--- src/cache_param_pkg.sv ---
//==========================================================================
// Cache geometry
// Address field bounds, way and set counts and cache-line width
//==========================================================================
`default_nettype none

package cache_param_pkg;

  // Address and data widths
  localparam int ADDR_WIDTH      = 32;
  localparam int WORD_WIDTH      = 32;
  localparam int NUM_WORDS_IN_CL = 4;
  localparam int CL_WIDTH        = NUM_WORDS_IN_CL * WORD_WIDTH;

  // Four ways of sixteen sets
  localparam int NUM_WAYS  = 4;
  localparam int WAY_WIDTH = $clog2(NUM_WAYS);
  localparam int NUM_SETS  = 16;
  localparam int SET_WIDTH = $clog2(NUM_SETS);

  // Address split into tag, set and word offset
  // Byte bits [1:0] belong to no field
  localparam int OFFSET_WIDTH = $clog2(NUM_WORDS_IN_CL);
  localparam int LSB_OFFSET   = 2;
  localparam int MSB_OFFSET   = LSB_OFFSET + OFFSET_WIDTH - 1;
  localparam int LSB_SET      = MSB_OFFSET + 1;
  localparam int MSB_SET      = LSB_SET + SET_WIDTH - 1;
  localparam int LSB_TAG      = MSB_SET + 1;
  localparam int MSB_TAG      = ADDR_WIDTH - 1;
  localparam int TAG_WIDTH    = MSB_TAG - LSB_TAG + 1;

  // Data array index is {set, way}
  localparam int CL_ADDR_WIDTH = SET_WIDTH + WAY_WIDTH;

  // Transaction queue entry id
  localparam int TQ_ID_WIDTH = 4;

endpackage

`default_nettype wire
--- src/tag_array.sv ---
//==========================================================================
// Tag array
// Per-set tags with valid, MRU and modified bits for every way
// Registered read, whole-set write, same-cycle write forwarded to the read
//==========================================================================
`timescale 1ns/1ps
`default_nettype none

module tag_array
  import cache_param_pkg::*;
(
  input  logic                               clk,
  input  logic                               rst,
  // Read port with one cycle latency
  input  logic [SET_WIDTH-1:0]               rd_set,
  output logic [NUM_WAYS-1:0][TAG_WIDTH-1:0] rd_tags,
  output logic [NUM_WAYS-1:0]                rd_valid,
  output logic [NUM_WAYS-1:0]                rd_mru,
  output logic [NUM_WAYS-1:0]                rd_modified,
  // Write port rewriting one whole set
  input  logic                               wr_en,
  input  logic [SET_WIDTH-1:0]               wr_set,
  input  logic [NUM_WAYS-1:0][TAG_WIDTH-1:0] wr_tags,
  input  logic [NUM_WAYS-1:0]                wr_valid,
  input  logic [NUM_WAYS-1:0]                wr_mru,
  input  logic [NUM_WAYS-1:0]                wr_modified
);

  // Storage
  logic [NUM_WAYS-1:0][TAG_WIDTH-1:0] tag_mem   [NUM_SETS];
  logic [NUM_WAYS-1:0]                valid_mem [NUM_SETS];
  logic [NUM_WAYS-1:0]                mru_mem   [NUM_SETS];
  logic [NUM_WAYS-1:0]                mod_mem   [NUM_SETS];

  // Write and read hit the same set in this cycle
  logic fwd;

  assign fwd = wr_en && (wr_set == rd_set);

  // Tags
  always_ff @(posedge clk) begin
    if (wr_en) begin
      tag_mem[wr_set] <= wr_tags;
    end
  end

  // State bits, all cleared by reset
  always_ff @(posedge clk) begin
    if (rst) begin
      for (int s = 0; s < NUM_SETS; s++) begin
        valid_mem[s] <= '0;
        mru_mem[s]   <= '0;
        mod_mem[s]   <= '0;
      end
    end else if (wr_en) begin
      valid_mem[wr_set] <= wr_valid;
      mru_mem[wr_set]   <= wr_mru;
      mod_mem[wr_set]   <= wr_modified;
    end
  end

  //========================================================================
  // Read register
  //========================================================================
  // New set contents win over storage when both touch rd_set
  always_ff @(posedge clk) begin
    rd_tags <= fwd ? wr_tags : tag_mem[rd_set];
  end

  always_ff @(posedge clk) begin
    if (rst) begin
      rd_valid    <= '0;
      rd_mru      <= '0;
      rd_modified <= '0;
    end else if (fwd) begin
      rd_valid    <= wr_valid;
      rd_mru      <= wr_mru;
      rd_modified <= wr_modified;
    end else begin
      rd_valid    <= valid_mem[rd_set];
      rd_mru      <= mru_mem[rd_set];
      rd_modified <= mod_mem[rd_set];
    end
  end

endmodule

`default_nettype wire

--- config.mk ---
export PLATFORM = sky130hd
export DESIGN_NAME = tag_array
export DESIGN_NICKNAME = d
export VERILOG_FILES = /design/src/cache_param_pkg.sv /design/src/tag_array.sv
export SDC_FILE = /design/constraint.sdc
export NUM_CORES = 1
export LEC_CHECK = 0
export BUFFER_PORTS_ARGS = -buffer_cell sky130_fd_sc_hd__buf_2
export CELL_PAD_IN_SITES_DETAIL_PLACEMENT = 0
export CELL_PAD_IN_SITES_GLOBAL_PLACEMENT = 1
export CORE_MARGIN = 1
export CORE_UTILIZATION = 55
export CTS_CLUSTER_SIZE = 25
export DETAILED_ROUTE_END_ITERATION = 12
export PLACE_DENSITY_LB_ADDON = 0.1
export SYNTH_ARGS = -nofsm -noshare
export SYNTH_HDL_FRONTEND = slang
export SYNTH_SLANG_ARGS = --single-unit
--- constraint.sdc ---
create_clock -name clk -period 8.2 [get_ports clk]
set_input_delay 0.82 -clock clk [delete_from_list [all_inputs] [get_ports clk]]
set_output_delay 0.82 -clock clk [all_outputs]
set_load 0.02 [all_outputs]
==> metrics.yaml <==
status:
  outcome: "complete, no violations"
floorplanning:
  rows: 127
  core_um2: 120300
  die_area_um2: 122900
  initial_core_util_pct: 55.56
  pin_count: 227
  die_w_um: 350.6
  die_h_um: 350.6
logic_synthesis:
  syn_nets: 2862
  synth.largest_area_cell: "edfxtp_1"
  yosys_warnings: 0
  synthCells: 2743
  synth_top_area_share_pct: 77.64
  synth_area_um2: 66840
  ys_seq_area_share_pct: 78.11
  ys_seq_elements: 1744
  syn_avg_cell_area_um2: 24.37
  synthDistinctLibCells: 23
  synth_area_leaders: "edfxtp_1 (78%), mux4_2 (18%), and2_1 (1.8%)"
setup_path:
  crit_required_ns: 7.38
  startpoint_type: "flip-flop"
  r2r-end: "rd_modified[3]"
  crit_fanout: 41
  worst_path_max_delay_cell: "buf_4"
  path_class: "reg2out"
  crit_buf_inv: 3
  end_kind: "output pin"
  crit_arrival_ns: 4.11
  crit_family: "buffers and inverters"
  reg2regPathDepth: 4
  r2r_slack_ns: 6.48
  crit_path_max_incr_delay_ns: 0.74
  worstPathCellList: "buf_4 -> buf_4 -> mux4_2 -> mux4_2 -> buf_2"
  reg2reg_from: "mod_mem[13][3]"
timing:
  min_period_ns: 4.927
  whs_ns: 0.3117
  fin_crit_sh_pct: 60.09
  skew_ns: 0.01136
  tns_ns: 0
  rsz0062_at_grt: "no"
  setup_viol: 0
  max_slew_margin_pct: 21.77
  final-hold-violation-count: 0
  tightest_slew_ns: 1.169
  setup_ws_ns: 3.273
  max_clock_freq_mhz: 203.0
  slew_violations: 0
power_and_ir_drop:
  clkPwrFrac_pct: 40.0
  p_comb_share_pct: 5.6
  p_sw_mw: 3.859
  powerDensity_nw_per_um2: 247.0
  p_int_mw: 14.69
  power_mw: 18.55
  switching_share_pct: 20.80
  seqPwrFrac_pct: 54.4
  peakVddDrop_uv: 210.5
  power_leakage_nw: 23.84
cells_and_area:
  final_core_util_pct: 62.44
  final_area_um2: 75110
  drive_gt1_share_pct: 33.54
  syn_to_final_growth_pct: 12.38
  fin_cells: 4791
  finish.net_count: 3146
clock_network:
  post_cts_buffers: 0
  cts_buffer_depth: 3
  root_buffer: "clkbuf_16"
  numCtsBuffers: 173
  clk_pin_slew_ns: 0.06
  cts_resized: 0
  clkSinkCount: 1744
  htreeDepth: 4
  cts-hold-fix-buffers: 0
  insertion_delay_ns: 0.76
  cts_tree: "done"
placed_design:
  gp_congestion: 0.7647
  dpl_cell_area_um2: 69780
  dp_slack_ns: 3.908
  dp.cells: 4463
  port_buffers: 226
  dp_hpwl_um: 71570
route:
  drcViolationCount: 0
  vias_per_cell: 6.203
  routedWlPerCell_um: 30.69
  drt_iter0_drc: 2970
  vias: 29720
  drt_first_pass_iters: 5
  totalWireLength_um: 147000
  ant_nets: 0
global_routing:
  grt_pass1_wl_um: 213200
  grt_pass1_vias: 31280
  grt_max_degree: 161
  grt_use_total_pct: 24.45
  grt.overflow.total: 0
  antenna_found_initial: 26
hold_path:
  hold_path_class: "in2reg"
  hold_path_depth: 1
  hold_start: "rd_set[3]"
run:
  drv_cap: 0
==> layout by cell type (no fill, tap or decap) <==
master / synthesis / routed
diode_2: 0 / 13
a22o_1: 12 / 12
nand2_1: 13 / 13
and2_1: 194 / 194
edfxtp_1: 1728 / 1728
nor2_4: 0 / 16
nand3b_1: 4 / 4
inv_6: 0 / 7
nor2b_1: 2 / 2
dfxtp_1: 16 / 12
dfxtp_4: 0 / 4
buf_4: 27 / 27
or2_2: 17 / 17
bufinv_16: 0 / 10
clkinv_8: 0 / 1
and2b_1: 1 / 1
or3b_2: 2 / 2
nor4_1: 1 / 1
a21oi_1: 1 / 1
nand2b_1: 2 / 2
clkbuf_1: 96 / 42
nand3_1: 2 / 2
buf_12: 0 / 14
buf_2: 15 / 226
clkinv_1: 0 / 45
nor2_1: 33 / 17
buf_6: 14 / 1
mux4_2: 528 / 528
a22oi_1: 24 / 24
clkinvlp_4: 0 / 4
clkinv_2: 0 / 29
xor2_1: 4 / 4
clkbuf_16: 0 / 176
==> metal layers <==
layer	vias up	part of all wire [%]	wire length, um	global-route usage, %
li1	12300	-	-	-
met2	965	51	74990	40.63
met4	22	1.9	2837	6.105
met3	245	6.3	9247	4.517
met1	16190	41	59820	33.87
met5	-	0.094	138	0
==> sequential cells by signal, indices dropped and copies added (netlist names), named ones only <==
register,cells
mru_mem,64
tag_mem,1536
valid_mem,64
rd_mru,4
rd_modified,4
rd_valid,4
mod_mem,64
==> worst max path at each step <==
stage                    from        endpoint  slack [ns]  cells past startpoint
global placement    flip-flop     rd_tags[82]        3.97                      5
CTS                 flip-flop     rd_tags[82]        3.09                      5
detailed placement  flip-flop     rd_tags[82]        3.91                      5
global route        flip-flop     rd_tags[82]        2.96                      5
finish              flip-flop     rd_tags[82]        3.27                      5
floorplan           wr_set[0]  mod_mem[12][0]        1.60                      4
==> worst register-to-register path, cell delays in order (launching register included) <==
cell	delay [ns]
edfxtp_1	0.36
mux4_2	0.51
a22oi_1	0.43
nand2_1	0.10
a22o_1	0.21
==> power by group through the flow <==
stage / clock network, mW / logic [mW] / registers, mW
final: 7.43 / 1.03 / 10.1
after global routing: 7.90 / 1.10 / 10.1
after CTS: 7.56 / 1.05 / 10.1
after global placement: 0 / 1.03 / 10.3
after detailed placement: 0 / 1.05 / 10.3
after floorplan: 0 / 0.656 / 10.3
==> area by class of cell <==
| type | count | area, um2 |
|---|---|---|
| flip-flops and latches | 1744 | 52230 |
| fillers | 8152 | 45180 |
| multi-input cells | 840 | 13930 |
| clock buffers | 218 | 4562 |
| well taps | 1612 | 2017 |
| repair buffers | 268 | 1625 |
| clock inverters | 96 | 721.9 |
| diodes | 13 | 32.53 |
==> Yosys cell counts <==
master,n
clkbuf_1,96
nor4_1,1
a22o_1,12
dfxtp_1,16
nand2_1,13
or3b_2,2
and2_1,194
xor2_1,4
edfxtp_1,1728
nand3b_1,4
buf_2,15
a21oi_1,1
nand3_1,2
or2_2,17
and2b_1,1
nand2b_1,2
buf_1,7
buf_4,27
a22oi_1,24
buf_6,14
nor2_1,33
mux4_2,528
nor2b_1,2
==> cell families after synthesis <==
logic type	Yosys count	synth area share (%)
compound gates	37	0.4343
buf+inv	159	1.230
xor+xnor	4	0.05241
simple gates	271	2.377
mux	528	17.79
flops	1744	78.11
Power figures use the tool's default switching activity.
