<file path="config.mk">
export PLATFORM = sky130hd
export DESIGN_NAME = cache_pipe
export DESIGN_NICKNAME = d
export VERILOG_FILES = /design/src/cache_types_pkg.sv /design/src/cache_param_pkg.sv /design/src/cache_pipe.sv
export SDC_FILE = /design/constraint.sdc
export NUM_CORES = 1
export LEC_CHECK = 0
export BUFFER_PORTS_ARGS = -buffer_cell sky130_fd_sc_hd__buf_4
export CAP_MARGIN = 40
export CORE_AREA = 2 2 406 408
export DETAILED_ROUTE_END_ITERATION = 8
export DIE_AREA = 0 0 408 410
export GPL_ROUTABILITY_DRIVEN = 0
export PLACE_DENSITY = 0.3
export SLEW_MARGIN = 5
export SYNTH_ARGS = -nofsm -noshare
export SYNTH_HDL_FRONTEND = slang
export SYNTH_SLANG_ARGS = --single-unit
</file>
<file path="constraint.sdc">
create_clock -name clk -period 3.8 [get_ports clk]
set_clock_uncertainty 0.1 [all_clocks]
set_input_delay 0.57 -clock clk [delete_from_list [all_inputs] [get_ports clk]]
set_output_delay 0.57 -clock clk [all_outputs]
set_load 0.005 [all_outputs]
</file>
<file path="src/cache_types_pkg.sv">
//==========================================================================
// Cache opcode and result types
// Lookup opcodes, lookup results and far-memory request opcodes
//==========================================================================
`default_nettype none

package cache_types_pkg;

  // Lookup opcodes coming from the transaction queue
  typedef enum logic [1:0] {
    RD_LU,
    WR_LU,
    FILL_LU
  } t_lu_op;

  // Lookup result, fills report no result
  typedef enum logic [1:0] {
    NO_RSP,
    HIT,
    MISS
  } t_lu_result;

  // Requests toward far memory
  typedef enum logic [1:0] {
    FM_NONE,
    FILL_REQ_OP,
    DIRTY_EVICT_OP
  } t_fm_op;

endpackage

`default_nettype wire

</file>
<file path="src/cache_param_pkg.sv">
//==========================================================================
// Cache geometry
// Address field bounds, way and set counts and cache-line width
//==========================================================================
`default_nettype none

package cache_param_pkg;

  // Address and data widths
  localparam int ADDR_WIDTH      = 32;
  localparam int WORD_WIDTH      = 32;
  localparam int NUM_WORDS_IN_CL = 4;
  localparam int CL_WIDTH        = NUM_WORDS_IN_CL * WORD_WIDTH;

  // Four ways of sixteen sets
  localparam int NUM_WAYS  = 4;
  localparam int WAY_WIDTH = $clog2(NUM_WAYS);
  localparam int NUM_SETS  = 16;
  localparam int SET_WIDTH = $clog2(NUM_SETS);

  // Address split into tag, set and word offset
  // Byte bits [1:0] belong to no field
  localparam int OFFSET_WIDTH = $clog2(NUM_WORDS_IN_CL);
  localparam int LSB_OFFSET   = 2;
  localparam int MSB_OFFSET   = LSB_OFFSET + OFFSET_WIDTH - 1;
  localparam int LSB_SET      = MSB_OFFSET + 1;
  localparam int MSB_SET      = LSB_SET + SET_WIDTH - 1;
  localparam int LSB_TAG      = MSB_SET + 1;
  localparam int MSB_TAG      = ADDR_WIDTH - 1;
  localparam int TAG_WIDTH    = MSB_TAG - LSB_TAG + 1;

  // Data array index is {set, way}
  localparam int CL_ADDR_WIDTH = SET_WIDTH + WAY_WIDTH;

  // Transaction queue entry id
  localparam int TQ_ID_WIDTH = 4;

endpackage

`default_nettype wire
</file>
<file path="src/cache_pipe.sv">
//==========================================================================
// Cache lookup pipeline
// q1 issues the tag read, q2 compares tags, picks a victim and updates
// the set, q3 merges data and drives the response and far-memory request
//==========================================================================
`timescale 1ns/1ps
`default_nettype none

module cache_pipe
  import cache_param_pkg::*;
  import cache_types_pkg::*;
(
  input  logic                               clk,
  input  logic                               rst,
  // Lookup request at q1
  input  logic                               lu_valid,
  input  t_lu_op                             lu_op,
  input  logic [ADDR_WIDTH-1:0]              lu_address,
  input  logic [TQ_ID_WIDTH-1:0]             lu_tq_id,
  input  logic [WORD_WIDTH-1:0]              lu_data,
  input  logic [CL_WIDTH-1:0]                lu_cl_data,
  // Lookup response at q3
  output logic                               rsp_valid,
  output t_lu_op                             rsp_op,
  output t_lu_result                         rsp_result,
  output logic [TQ_ID_WIDTH-1:0]             rsp_tq_id,
  output logic [ADDR_WIDTH-1:0]              rsp_address,
  output logic [CL_WIDTH-1:0]                rsp_data,
  // Far-memory request at q3
  output logic                               fm_valid,
  output t_fm_op                             fm_op,
  output logic [ADDR_WIDTH-1:0]              fm_address,
  output logic [TQ_ID_WIDTH-1:0]             fm_tq_id,
  output logic [CL_WIDTH-1:0]                fm_data,
  // Tag array
  output logic [SET_WIDTH-1:0]               tag_rd_set,
  input  logic [NUM_WAYS-1:0][TAG_WIDTH-1:0] tag_rd_tags,
  input  logic [NUM_WAYS-1:0]                tag_rd_valid,
  input  logic [NUM_WAYS-1:0]                tag_rd_mru,
  input  logic [NUM_WAYS-1:0]                tag_rd_modified,
  output logic                               tag_wr_en,
  output logic [SET_WIDTH-1:0]               tag_wr_set,
  output logic [NUM_WAYS-1:0][TAG_WIDTH-1:0] tag_wr_tags,
  output logic [NUM_WAYS-1:0]                tag_wr_valid,
  output logic [NUM_WAYS-1:0]                tag_wr_mru,
  output logic [NUM_WAYS-1:0]                tag_wr_modified,
  // Data array
  output logic [CL_ADDR_WIDTH-1:0]           cl_rd_address,
  input  logic [CL_WIDTH-1:0]                cl_rd_data,
  output logic                               cl_wr_en,
  output logic [CL_ADDR_WIDTH-1:0]           cl_wr_address,
  output logic [CL_WIDTH-1:0]                cl_wr_data
);

  // q2 stage register
  logic                    valid_q2;
  t_lu_op                  op_q2;
  logic [TQ_ID_WIDTH-1:0]  tq_id_q2;
  logic [OFFSET_WIDTH-1:0] offset_q2;
  logic [SET_WIDTH-1:0]    set_q2;
  logic [TAG_WIDTH-1:0]    tag_q2;
  logic [WORD_WIDTH-1:0]   data_q2;
  logic [CL_WIDTH-1:0]     cl_data_q2;

  // q2 lookup results
  logic [NUM_WAYS-1:0]     way_hit_q2;
  logic                    hit_q2;
  logic [WAY_WIDTH-1:0]    hit_way_q2;
  logic [WAY_WIDTH-1:0]    inv_way_q2;
  logic [WAY_WIDTH-1:0]    lru_way_q2;
  logic [WAY_WIDTH-1:0]    way_q2;
  logic                    is_fill_q2;
  logic                    dirty_evict_q2;

  // q3 stage register
  logic                    valid_q3;
  t_lu_op                  op_q3;
  logic [TQ_ID_WIDTH-1:0]  tq_id_q3;
  logic [OFFSET_WIDTH-1:0] offset_q3;
  logic [SET_WIDTH-1:0]    set_q3;
  logic [TAG_WIDTH-1:0]    tag_q3;
  logic [WORD_WIDTH-1:0]   data_q3;
  logic [CL_WIDTH-1:0]     cl_data_q3;
  logic                    hit_q3;
  logic [WAY_WIDTH-1:0]    way_q3;
  logic                    dirty_evict_q3;
  logic [TAG_WIDTH-1:0]    victim_tag_q3;

  // q3 decode
  logic                    is_fill_q3;
  logic                    rd_hit_q3;
  logic                    wr_hit_q3;
  logic [CL_WIDTH-1:0]     merged_q3;

  //========================================================================
  // q1 : address split and tag read
  //========================================================================
  assign tag_rd_set = lu_address[MSB_SET:LSB_SET];

  always_ff @(posedge clk) begin
    if (rst) begin
      valid_q2 <= 1'b0;
    end else begin
      valid_q2 <= lu_valid;
    end
  end

  always_ff @(posedge clk) begin
    op_q2      <= lu_op;
    tq_id_q2   <= lu_tq_id;
    offset_q2  <= lu_address[MSB_OFFSET:LSB_OFFSET];
    set_q2     <= lu_address[MSB_SET:LSB_SET];
    tag_q2     <= lu_address[MSB_TAG:LSB_TAG];
    data_q2    <= lu_data;
    cl_data_q2 <= lu_cl_data;
  end

  //========================================================================
  // q2 : tag compare, victim, set update, data read
  //========================================================================
  always_comb begin
    for (int w = 0; w < NUM_WAYS; w++) begin
      way_hit_q2[w] = valid_q2 && tag_rd_valid[w] && (tag_rd_tags[w] == tag_q2);
    end
  end

  assign hit_q2     = |way_hit_q2;
  assign is_fill_q2 = (op_q2 == FILL_LU);

  // Lowest matching, lowest invalid and lowest non-MRU ways
  always_comb begin
    hit_way_q2 = '0;
    inv_way_q2 = '0;
    lru_way_q2 = '0;
    for (int w = NUM_WAYS - 1; w >= 0; w--) begin
      if (way_hit_q2[w]) begin
        hit_way_q2 = WAY_WIDTH'(w);
      end
      if (!tag_rd_valid[w]) begin
        inv_way_q2 = WAY_WIDTH'(w);
      end
      if (!tag_rd_mru[w]) begin
        lru_way_q2 = WAY_WIDTH'(w);
      end
    end
  end

  // Hit way, or victim for a fill that misses
  assign way_q2 = hit_q2        ? hit_way_q2 :
                  &tag_rd_valid ? lru_way_q2 :
                                  inv_way_q2;

  // Fill replacing a modified line pushes it out to far memory
  assign dirty_evict_q2 = valid_q2 && is_fill_q2 &&
                          tag_rd_valid[way_q2] && tag_rd_modified[way_q2];

  // New contents of the whole set
  always_comb begin
    tag_wr_en       = valid_q2 && (hit_q2 || is_fill_q2);
    tag_wr_set      = set_q2;
    tag_wr_tags     = tag_rd_tags;
    tag_wr_valid    = tag_rd_valid;
    tag_wr_modified = tag_rd_modified;
    // MRU set on the touched way, others cleared once all would be set
    tag_wr_mru         = tag_rd_mru;
    tag_wr_mru[way_q2] = 1'b1;
    if (&tag_wr_mru) begin
      tag_wr_mru         = '0;
      tag_wr_mru[way_q2] = 1'b1;
    end
    if (is_fill_q2) begin
      tag_wr_tags[way_q2]     = tag_q2;
      tag_wr_valid[way_q2]    = 1'b1;
      tag_wr_modified[way_q2] = 1'b0;
    end else if ((op_q2 == WR_LU) && hit_q2) begin
      tag_wr_modified[way_q2] = 1'b1;
    end
  end

  // Old line of the touched way comes back at q3
  assign cl_rd_address = {set_q2, way_q2};

  always_ff @(posedge clk) begin
    if (rst) begin
      valid_q3 <= 1'b0;
    end else begin
      valid_q3 <= valid_q2;
    end
  end

  always_ff @(posedge clk) begin
    op_q3          <= op_q2;
    tq_id_q3       <= tq_id_q2;
    offset_q3      <= offset_q2;
    set_q3         <= set_q2;
    tag_q3         <= tag_q2;
    data_q3        <= data_q2;
    cl_data_q3     <= cl_data_q2;
    hit_q3         <= hit_q2;
    way_q3         <= way_q2;
    dirty_evict_q3 <= dirty_evict_q2;
    victim_tag_q3  <= tag_rd_tags[way_q2];
  end

  //========================================================================
  // q3 : response, line write, far-memory request
  //========================================================================
  assign is_fill_q3 = (op_q3 == FILL_LU);
  assign rd_hit_q3  = hit_q3 && (op_q3 == RD_LU);
  assign wr_hit_q3  = hit_q3 && (op_q3 == WR_LU);

  assign rsp_valid   = valid_q3;
  assign rsp_op      = op_q3;
  assign rsp_tq_id   = tq_id_q3;
  assign rsp_result  = is_fill_q3 ? NO_RSP :
                       hit_q3     ? HIT    :
                                    MISS;
  assign rsp_address = {tag_q3, set_q3, offset_q3, {LSB_OFFSET{1'b0}}};
  assign rsp_data    = is_fill_q3 ? cl_data_q3 :
                       rd_hit_q3  ? cl_rd_data :
                                    '0;

  // Current line with the addressed word replaced
  always_comb begin
    merged_q3 = cl_rd_data;
    merged_q3[offset_q3*WORD_WIDTH +: WORD_WIDTH] = data_q3;
  end

  assign cl_wr_en      = valid_q3 && (is_fill_q3 || wr_hit_q3);
  assign cl_wr_address = {set_q3, way_q3};
  assign cl_wr_data    = is_fill_q3 ? cl_data_q3 : merged_q3;

  // Miss asks for the line, dirty victim goes back with its own address
  always_comb begin
    fm_valid   = 1'b0;
    fm_op      = FM_NONE;
    fm_address = '0;
    fm_tq_id   = tq_id_q3;
    fm_data    = '0;
    if (valid_q3 && !is_fill_q3 && !hit_q3) begin
      fm_valid   = 1'b1;
      fm_op      = FILL_REQ_OP;
      fm_address = rsp_address;
    end else if (dirty_evict_q3) begin
      fm_valid   = 1'b1;
      fm_op      = DIRTY_EVICT_OP;
      fm_address = {victim_tag_q3, set_q3, {(OFFSET_WIDTH + LSB_OFFSET){1'b0}}};
      fm_data    = cl_rd_data;
    end
  end

endmodule

`default_nettype wire

</file>
==> results of run 1 <==
[repair_timing]
item                                   in CTS  in global routing
setup endpoints to repair                 147                124
pin swaps                                  12                 26
hold buffers                              198                  0
gates resized for setup                   102                139
endpoints found under the hold margin     198                  0
buffers inserted                           12                 22
cloned                                      2                  3
[placed cells by master (no fill, tap or decap), types with 9 or more instances in the layout]
| cell | instances |
|---|---|
| buf_4 | 1143 |
| nand2_1 | 443 |
| dfxtp_1 | 411 |
| dlygate4sd3_1 | 198 |
| nor2b_1 | 155 |
| a21oi_1 | 154 |
| o21ai_0 | 148 |
| and3_1 | 129 |
| buf_6 | 86 |
| xnor2_1 | 70 |
| mux2_4 | 64 |
| clkbuf_16 | 61 |
| mux2_2 | 33 |
| buf_12 | 32 |
| mux2i_1 | 25 |
| a211oi_1 | 24 |
| nand4_1 | 18 |
| diode_2 | 12 |
| xnor2_2 | 11 |
| clkbuf_1 | 11 |
| nor2_1 | 10 |
| nand3_1 | 9 |
[worst max-delay path by stage]
stage,end,from,cells past startpoint,slack [ns]
final,tag_wr_tags[62],tag_q2[9]$_DFF_P_,14,-0.89
after global routing,tag_wr_tags[64],tag_q2[9]$_DFF_P_,14,-0.94
after CTS,tag_wr_tags[37],tag_q2[9]$_DFF_P_,12,-1.04
after detailed placement,tag_wr_tags[43],tag_rd_tags[78],11,-1.07
after global placement,tag_wr_tags[36],tag_rd_tags[81],11,-1.29
after floorplan,tag_wr_tags[54],tag_rd_tags[52],9,0.05
[metrics by stage]
| stage | utilization, % | setup TNS [ns] | total power [uW] | area (um^2) |
|---|---|---|---|---|
| CTS | 20.6 | -102.92 | 13400 | 33600 |
| floorplan | - | 0 | 5550 | 17700 |
| detailed placement | 17.8 | -113.00 | 7320 | 29200 |
| global placement | 17.8 | -126.87 | 7320 | 29100 |
| finish | 21.1 | -86.82 | 13100 | 34400 |
| global route | 21.1 | -94.14 | 13700 | 34400 |
[kinds of logic after synthesis]
| logic type | count (synthesis) |
|---|---|
| buf+inv | 185 |
| fa+ha+maj | 5 |
| xor+xnor | 96 |
| simple gates | 806 |
| compound gates | 354 |
| flops | 422 |
| other cells | 1 |
| mux | 123 |
[metal layers]
layer	track usage [%]	vias to the layer above	share of wire, %
met5	0	-	0.045
met4	3.32	10	2.3
met3	4.56	134	7.6
met2	31.5	810	53
met1	17.7	9568	37
li1	-	9362	-
[registers in the layout (all words and copies together) (netlist names), 2 cells and up]
| name | flops |
|---|---|
| cl_data_q2 | 128 |
| cl_data_q3 | 128 |
| data_q2 | 32 |
| data_q3 | 32 |
| tag_q2 | 24 |
| tag_q3 | 24 |
| victim_tag_q3 | 24 |
| fm_tq_id | 4 |
| set_q3 | 4 |
| tag_wr_set | 4 |
| tq_id_q2 | 4 |
| offset_q2 | 2 |
| offset_q3 | 2 |
| op_q2 | 2 |
| rsp_op | 2 |
| way_q3 | 2 |
[tightest hold or removal path: cells and delay by family]
family / cells / cell delay, ns
AOI/OAI and AO/OA: 2 / 0.17
buffers and inverters: 1 / 0.11
[final cells by class]
| type | instances | share of cell area [%] |
|---|---|---|
| Timing Repair Buffer | 1468 | 36.0 |
| Multi-Input combinational cell | 1388 | 25.7 |
| Sequential cell | 422 | 24.6 |
| Tap cell | 2189 | 7.95 |
| Clock buffer | 74 | 4.53 |
| Clock inverter | 30 | 1.02 |
| Inverter | 10 | 0.120 |
| Antenna cell | 12 | 0.0872 |
[report_power, final]
group          switching [uW]  internal (uW)
clock                    2340           3260
sequential                145           4680
combinational            1310           1400
total                    3790           9330
==> out/results.ini, run 1 <==
[run]
drv_cap = 0

[synth]
synth_top_area_share_pct = 47.8
synthCells = 1992
postSynthAreaPerCell_um2 = 8.87
synth.largest_area_cell = dfxtp_1
synth_compound_area_share_pct = 10.7
synth_top_family_by_area = simple AND/OR/NAND/NOR gates
synth_fa_ha_area_share_pct = 0.354
synth_seq_area_share_pct = 47.8
synth_most_common_cell = nand2_1
ys.flop_type = dfxtp_1
yosys_warnings = 0
synth_area_um2 = 17700
ys_types = 57
synth_area_leaders = dfxtp_1 48%, nand2_1 9.5%, nor2b_1 5.5%, and3_1 4.6%, o21ai_0 4.4%
ys_async_sr_fraction_pct = 0
yosys.area_share.xor_xnor_pct = 4.76
synth_edf_count = 0
synthTopCellsByCount = 445 x nand2_1, 422 x dfxtp_1, 157 x o21ai_0
synth.area.mux_share_pct = 8.04
ys_ff_latch = 422
synth-simple-area-share_pct = 22.6

[layout]
seq_area_um2 = 8470
fillers = 18305
layout.nets = 3790
drive_gt1_share_pct = 45.3
final_cells = 5593
area_growth_pct = 95.0
multi_input_area_um2 = 8860

[global_routing]
grt-ovfl-total = 0
grt_max_degree = 109
grt_pass1_vias = 20531
grt_pass1_wl_mm = 187
antenna_found_initial = 31
grtUsageTotal_pct = 16.4

[clock_tree]
cts_max_level = 2
clock_sinks = 422
clkSlewWorstSetupHoldPaths_ns = 0.07
cts_root_buf = clkbuf_16
cts_tree = yes
cts_buffers = 58
clk_latency_ns = 0.66
clockBufferDepth = 3

[timing]
whs_ns = 0.139
drv_slew = 0
fmax_ghz = 0.213
hold_violations = 0
slew_headroom_pct = 44.7
finalSetupViolations = 111
period_share_pct = 123
rsz0062_at_grt = yes
min_period_ns = 4.69
setup_slack_ns = -0.888
worst_pin_slew_ns = 0.829

[pwr]
ir_drop_uv = 329
p_leak_uw = 0.0161
p_per_area_nw_per_um2 = 381

[setup_path]
crit_chain = buf_12 > xnor2_4 > buf_6 > nand4_1 > or4_4 > or3_4 > a21oi_4 > o21bai_4 > buf_6 > and3_4 > buf_12 > buf_16 > mux2_4 > buf_6
arrival_ns = 4.02
cp-start-kind = flop
critPathBufInv = 6
worst_path_max_delay_cell = or4_4
cp.required_ns = 3.13
cp-end-kind = output pin
cp_common_cell = buf_6
cpPeakStageDelay_ns = 0.56
crit_path_max_fanout = 8
rrSetupSlack_ns = 0.10
reg2regPathDepth = 15
cp_top_family = simple AND/OR/NAND/NOR gates
r2r_start = tag_q2[9]$_DFF_P_
r2r-end = victim_tag_q3[16]$_DFF_P_
criticalPathCategory = flop to output pin

[routing]
wl_per_cell_um = 25.8
drt-initial-drc-count = 944
ant_nets = 0
vias = 19884
drc = 0
routed_wl_mm = 144
vias_per_cell = 3.56
first_pass_iters = 5

[place]
dp_cells = 5247
place_ws_ns = -1.07
portBuffers = 1024
hpwl_mm = 119

[floorplan]
rows = 149
dieArea_um2 = 167000
initial_core_util_pct = 10.8
die_w_um = 408
ios = 1031
coreArea_um2 = 163000
die_h_um = 410

[min_path]
hold_depth = 3
hold_path_end = victim_tag_q3[23]$_DFF_P_
hold_start = tag_rd_tags[95]
hold_path_class = primary input to flop

[status]
failed_checks = setup timing
status = complete, but fails checks

Note: power is estimated with default switching activity, not from simulation.
==> inputs of run 2 (changes only) <==
==> constraint.sdc (replaced) <==
create_clock -name clk -period 4.1 [get_ports clk]
set_clock_uncertainty 0.1 [all_clocks]
set_input_delay 0.615 -clock clk [delete_from_list [all_inputs] [get_ports clk]]
set_output_delay 0.615 -clock clk [all_outputs]
set_load 0.005 [all_outputs]
==> out/results.ini, run 2 (same netlist as run 1, synthesis figures left out) <==
[timing]
hold_violations = 0  ; unchanged
whs_ns = 0.182  ; +0.0430 ns
setup_slack_ns = -0.557  ; +0.331 ns
slew_headroom_pct = 42.6  ; -2.1 points
finalSetupViolations = 109  ; -1.8%
drv_slew = 0  ; unchanged
fmax_ghz = 0.215
rsz0062_at_grt = yes
worst_pin_slew_ns = 0.861  ; +0.0316 ns
period_share_pct = 114
min_period_ns = 4.66

[min_path]
hold_start = tag_rd_tags[90]
hold_path_class = primary input to flop
hold_depth = 3  ; unchanged

[pwr]
p_per_area_nw_per_um2 = 354  ; -7.2%
ir_drop_uv = 299  ; -8.9%
power_uw = 12200  ; -7.0%
p_leak_uw = 0.0162  ; +0.48%

[clock_tree]
cts_root_buf = clkbuf_16
clkSlewWorstSetupHoldPaths_ns = 0.06  ; about the same
clockBufferDepth = 3  ; unchanged
clk_latency_ns = 0.66  ; about the same
clock_sinks = 422  ; unchanged
cts_buffers = 59  ; +1.7%
cts_max_level = 2  ; unchanged
cts_tree = yes

[routing]
first_pass_iters = 5  ; unchanged
routed_wl_mm = 145  ; +0.50%
vias_per_cell = 3.53  ; -0.75%
drt-initial-drc-count = 887  ; -6.0%
drc = 0  ; unchanged
wl_per_cell_um = 25.9  ; +0.41%
ant_nets = 0  ; unchanged
vias = 19753  ; -0.66%

[floorplan]
ios = 1031  ; unchanged
dieArea_um2 = 167000  ; unchanged
coreArea_um2 = 163000  ; unchanged
die_w_um = 408  ; unchanged
die_h_um = 410  ; unchanged
initial_core_util_pct = 10.8  ; unchanged
rows = 149  ; unchanged

[setup_path]
cp.required_ns = 3.38  ; +0.25 ns
r2r_start = tag_q2[19]$_DFF_P_
cp-start-kind = flop
worst_path_max_delay_cell = or4_4
criticalPathCategory = flop to output pin
crit_path_max_fanout = 7  ; -1
startpoint = tag_q2[19]$_DFF_P_
cp-end-kind = output pin
cp_common_cell = buf_6
crit_chain = buf_6 > xnor2_2 > buf_6 > nand4_1 > or4_4 > or4_4 > a211oi_4 > buf_6 > and3_4 > buf_12 > buf_12 > mux2_4 > buf_6
arrival_ns = 3.94  ; -0.08 ns
cpPeakStageDelay_ns = 0.51  ; -0.05 ns
reg2regPathDepth = 15  ; unchanged

[global_routing]
grtUsageTotal_pct = 16.6  ; +0.22 points
grt-ovfl-total = 0  ; unchanged
grt_pass1_wl_mm = 188  ; +0.69%
antenna_found_initial = 33  ; +6.5%
grt_pass1_vias = 20510  ; -0.10%
grt_max_degree = 125  ; +15%

[place]
portBuffers = 1024  ; unchanged
placed_cell_area_um2 = 29100  ; -0.16%
dp_cells = 5255  ; +0.15%
hpwl_mm = 119  ; +0.40%

[layout]
area_growth_pct = 95.3
layout_commonest_cell = buf_4
drive_gt1_share_pct = 45.8  ; +0.58 points
reg_top3 = cl_data_q2 x128, cl_data_q3 x128
final_cell_mix = 1,145 x buf_4, 443 x nand2_1, 405 x dfxtp_1
design_area_um2 = 34500  ; +0.16%
final_cells = 5598  ; +0.089%
layout.nets = 3792  ; +0.053%

[status]
status = complete, but fails checks
failed_checks = setup timing

[run]
drv_cap = 0  ; unchanged

==> run 2: cell types whose count changed in the layout (fill, tap and decap cells not counted), sizes merged <==
cell and delta:
diode -2, inv +2, clkbuf +3, clkinv +4, bufinv -2, clkinvlp -3
buf +3
==> run 2: layout make-up <==
cell class | count | area [um^2]
Fill cell | 18269 | 129000
Tap cell | 2189 | 2740
Clock buffer | 79 | 1670
Inverter | 10 | 40.0
Clock inverter | 31 | 284
Sequential cell | 422 | 8490
Timing Repair Buffer | 1469 | 12300
Antenna cell | 10 | 25.0
Multi-Input combinational cell | 1388 | 8980
==> run 2: per-stage QoR <==
step	setup WS (ns)	setup TNS [ns]	utilization, %
floorplan	0.257	0	-
global placement	-0.934	-87.57	17.8
detailed placement	-0.941	-85.79	17.8
CTS	-0.699	-65.23	20.8
global route	-0.704	-67.27	21.1
finish	-0.557	-50.64	21.1
==> run 2: worst paths after layout <==
| check | endpoint | slack (ns) |
|---|---|---|
| worst max-delay path | tag_wr_tags[63] | -0.56 |
| worst min-delay path | victim_tag_q3[18]$_DFF_P_ | 0.18 |
| worst max register to register | victim_tag_q3[11]$_DFF_P_ | 0.16 |
| worst min register to register | cl_data_q3[34]$_DFF_P_ | 0.21 |
==> run 2: worst max-delay path, delay by kind of cell, from the launching register on <==
| kind | cells | cell delay, ns |
|---|---|---|
| compound gates | 1 | 0.27 |
| xor+xnor | 1 | 0.15 |
| buf+inv | 6 | 0.81 |
| flops | 1 | 0.37 |
| mux | 1 | 0.32 |
| simple gates | 4 | 1.33 |
==> run 2: timing repair <==
action	4_1_cts	5_1_grt
buffers inserted	21	13
endpoints found under the hold margin	198	0
resized for setup	158	114
endpoints found under the setup margin	162	119
cloned	5	1
pin swaps	34	15
hold buffers	198	0
==> run 2: layer usage <==
layer  GRT usage, %  part of all wire (%)
met1           17.5                    37
met2           31.8                    53
met3           5.20                   7.7
met4           3.49                   2.6
met5              0                 0.055
==> run 2: power by group <==
group	switching, uW	internal [uW]	leakage, uW
Combinational	1200	1280	0.0117
Clock	2190	3060	0.000963
Sequential	141	4340	0.00356
==> inputs of run 3 (changes only) <==
--- a/config.mk
+++ b/config.mk
@@ -8,6 +8,7 @@
 export BUFFER_PORTS_ARGS = -buffer_cell sky130_fd_sc_hd__buf_4
 export CAP_MARGIN = 40
 export CORE_AREA = 2 2 406 408
+export CTS_BUF_LIST = sky130_fd_sc_hd__clkbuf_4 sky130_fd_sc_hd__clkbuf_8 sky130_fd_sc_hd__clkbuf_16
 export DETAILED_ROUTE_END_ITERATION = 8
 export DIE_AREA = 0 0 408 410
 export GPL_ROUTABILITY_DRIVEN = 0
==> out/results.ini, run 3 (same netlist as run 1, synthesis figures left out) <==
[status]
status = complete, but fails checks
failed_checks = setup timing

[floorplan]
coreArea_um2 = 163000  ; unchanged
initial_core_util_pct = 10.8  ; unchanged
rows = 149  ; unchanged
die_w_um = 408  ; unchanged
die_h_um = 410  ; unchanged
ios = 1031  ; unchanged
dieArea_um2 = 167000  ; unchanged

[setup_path]
r2r_start = tag_q2[6]$_DFF_P_
rrSetupSlack_ns = 0.17  ; about the same
crit_path_max_fanout = 6  ; -1
cp_top_family = simple AND/OR/NAND/NOR gates
cp.required_ns = 3.38  ; about the same
reg2regPathDepth = 15  ; unchanged
arrival_ns = 3.98  ; +0.04 ns
crit_chain = xnor2_4 > nand4_1 > or4_4 > or3_4 > a21oi_4 > o21bai_4 > buf_6 > or3_4 > buf_12 > buf_12 > mux2_4 > buf_6
r2r-end = victim_tag_q3[20]$_DFF_P_
cpPeakStageDelay_ns = 0.57  ; +0.06 ns
cp-start-kind = flop
worst_path_max_delay_cell = or4_4
critPathBufInv = 4  ; -2
cp-end-kind = output pin
criticalPathCategory = flop to output pin

[routing]
routed_wl_mm = 146  ; +0.49%
wl_per_cell_um = 26.0  ; +0.47%
drc = 0  ; unchanged
ant_nets = 0  ; unchanged
first_pass_iters = 5  ; unchanged
drt-initial-drc-count = 847  ; -4.5%
vias_per_cell = 3.54  ; +0.26%
vias = 19807  ; +0.27%

[layout]
layout.nets = 3794  ; +0.053%
drive_gt1_share_pct = 46.2  ; +0.33 points
area_growth_pct = 96.3
final_cell_mix = 1,137 x buf_4, 443 x nand2_1, 405 x dfxtp_1
reg_top3 = cl_data_q2 x128, cl_data_q3 x128
layout_commonest_cell = buf_4

[timing]
drv_slew = 0  ; unchanged
slew_headroom_pct = 43.1  ; +0.46 points
min_period_ns = 4.70  ; +0.0401 ns
setup_slack_ns = -0.597  ; -0.0401 ns
period_share_pct = 115  ; +0.98 points
worst_pin_slew_ns = 0.854  ; -0.00687 ns
rsz0062_at_grt = yes
finalSetupViolations = 109  ; unchanged
whs_ns = 0.182  ; +0.000608 ns
fmax_ghz = 0.213  ; -0.85%
hold_violations = 0  ; unchanged

[min_path]
hold_start = tag_rd_tags[90]
hold_depth = 3  ; unchanged
hold_path_end = victim_tag_q3[18]$_DFF_P_
hold_path_class = primary input to flop

[clock_tree]
cts_tree = yes
clkSlewWorstSetupHoldPaths_ns = 0.06  ; about the same
clock_sinks = 422  ; unchanged
cts_buffers = 59  ; unchanged
clockBufferDepth = 3  ; unchanged
cts_root_buf = clkbuf_16
cts_max_level = 2  ; unchanged
clk_latency_ns = 0.66  ; about the same

[pwr]
p_per_area_nw_per_um2 = 354  ; about the same
p_leak_uw = 0.0163  ; +0.57%
ir_drop_uv = 299  ; -0.32%
power_uw = 12300  ; +0.57%

[place]
hpwl_mm = 119  ; unchanged
portBuffers = 1024  ; unchanged

[run]
drv_cap = 0  ; unchanged

[global_routing]
antenna_found_initial = 33  ; unchanged
grt-ovfl-total = 0  ; unchanged
grtUsageTotal_pct = 16.7  ; +0.084 points
grt_pass1_wl_mm = 189  ; +0.43%
grt_max_degree = 125  ; unchanged
grt_pass1_vias = 20602  ; +0.45%

## run 3: cell type report
cell class,instances,area [um^2]
clock buffer,79,1710
fill,18241,129000
antenna,9,22.5
timing repair buffer,1471,12300
inverter,10,40.0
clock inverter,31,284
tap,2189,2740
multi-input combinational,1388,9040
sequential,422,8490
## run 3: layer usage
layer / share of wire [%] / global-route usage, %
met5: 0.055 / 0
met3: 7.8 / 5.26
met2: 53 / 32.1
met1: 37 / 17.6
met4: 2.4 / 3.45
## run 3: where the power goes
group	total [uW]	internal, uW	switching, uW
Clock	5300	3110	2180
Combinational	2490	1290	1210
Sequential	4480	4340	140
Total	12300	8740	3530
## run 3: worst max path at each step
stage,start,endpoint,slack [ns],depth (start not counted)
after global routing,tag_q2[0]$_DFF_P_,tag_wr_tags[35],-0.68,12
after floorplan,tag_rd_tags[52],tag_wr_tags[54],0.26,9
final,tag_q2[6]$_DFF_P_,tag_wr_tags[38],-0.60,12
after CTS,tag_q2[6]$_DFF_P_,tag_wr_tags[45],-0.71,12
after global placement,tag_rd_tags[78],tag_wr_tags[43],-0.93,12
after detailed placement,tag_rd_tags[78],tag_wr_tags[42],-0.94,12
## run 3: through the flow
step	setup slack, ns	instances	area [um^2]	TNS (ns)	util, %
after floorplan	0.257	1995	17700	0	-
after global placement	-0.934	5254	29100	-87.57	17.8
after detailed placement	-0.941	5255	29100	-85.79	17.8
after CTS	-0.710	5590	34600	-61.76	21.2
after global routing	-0.683	5595	34700	-64.50	21.2
final	-0.597	5599	34700	-49.13	21.2
## run 3: worst register-to-register path: stages, from the launching register on
cell	delay (ns)
dfxtp_4	0.36
xnor2_4	0.21
nand4_1	0.30
or4_4	0.57
o32a_1	0.41
a211oi_4	0.29
buf_4	0.17
buf_6	0.12
buf_6	0.11
buf_6	0.10
buf_8	0.14
buf_4	0.27
buf_6	0.29
nor2b_1	0.09
a211oi_1	0.22
a21oi_1	0.06
## run 3: repair_timing
item                                    4_1_cts  5_1_grt
pin swaps                                    36        8
hold buffers                                198        0
gates resized for setup                     263       25
hold endpoints to repair                    198        0
endpoints found under the setup margin      162      118
cloned                                        6        1
buffers inserted                             28        9
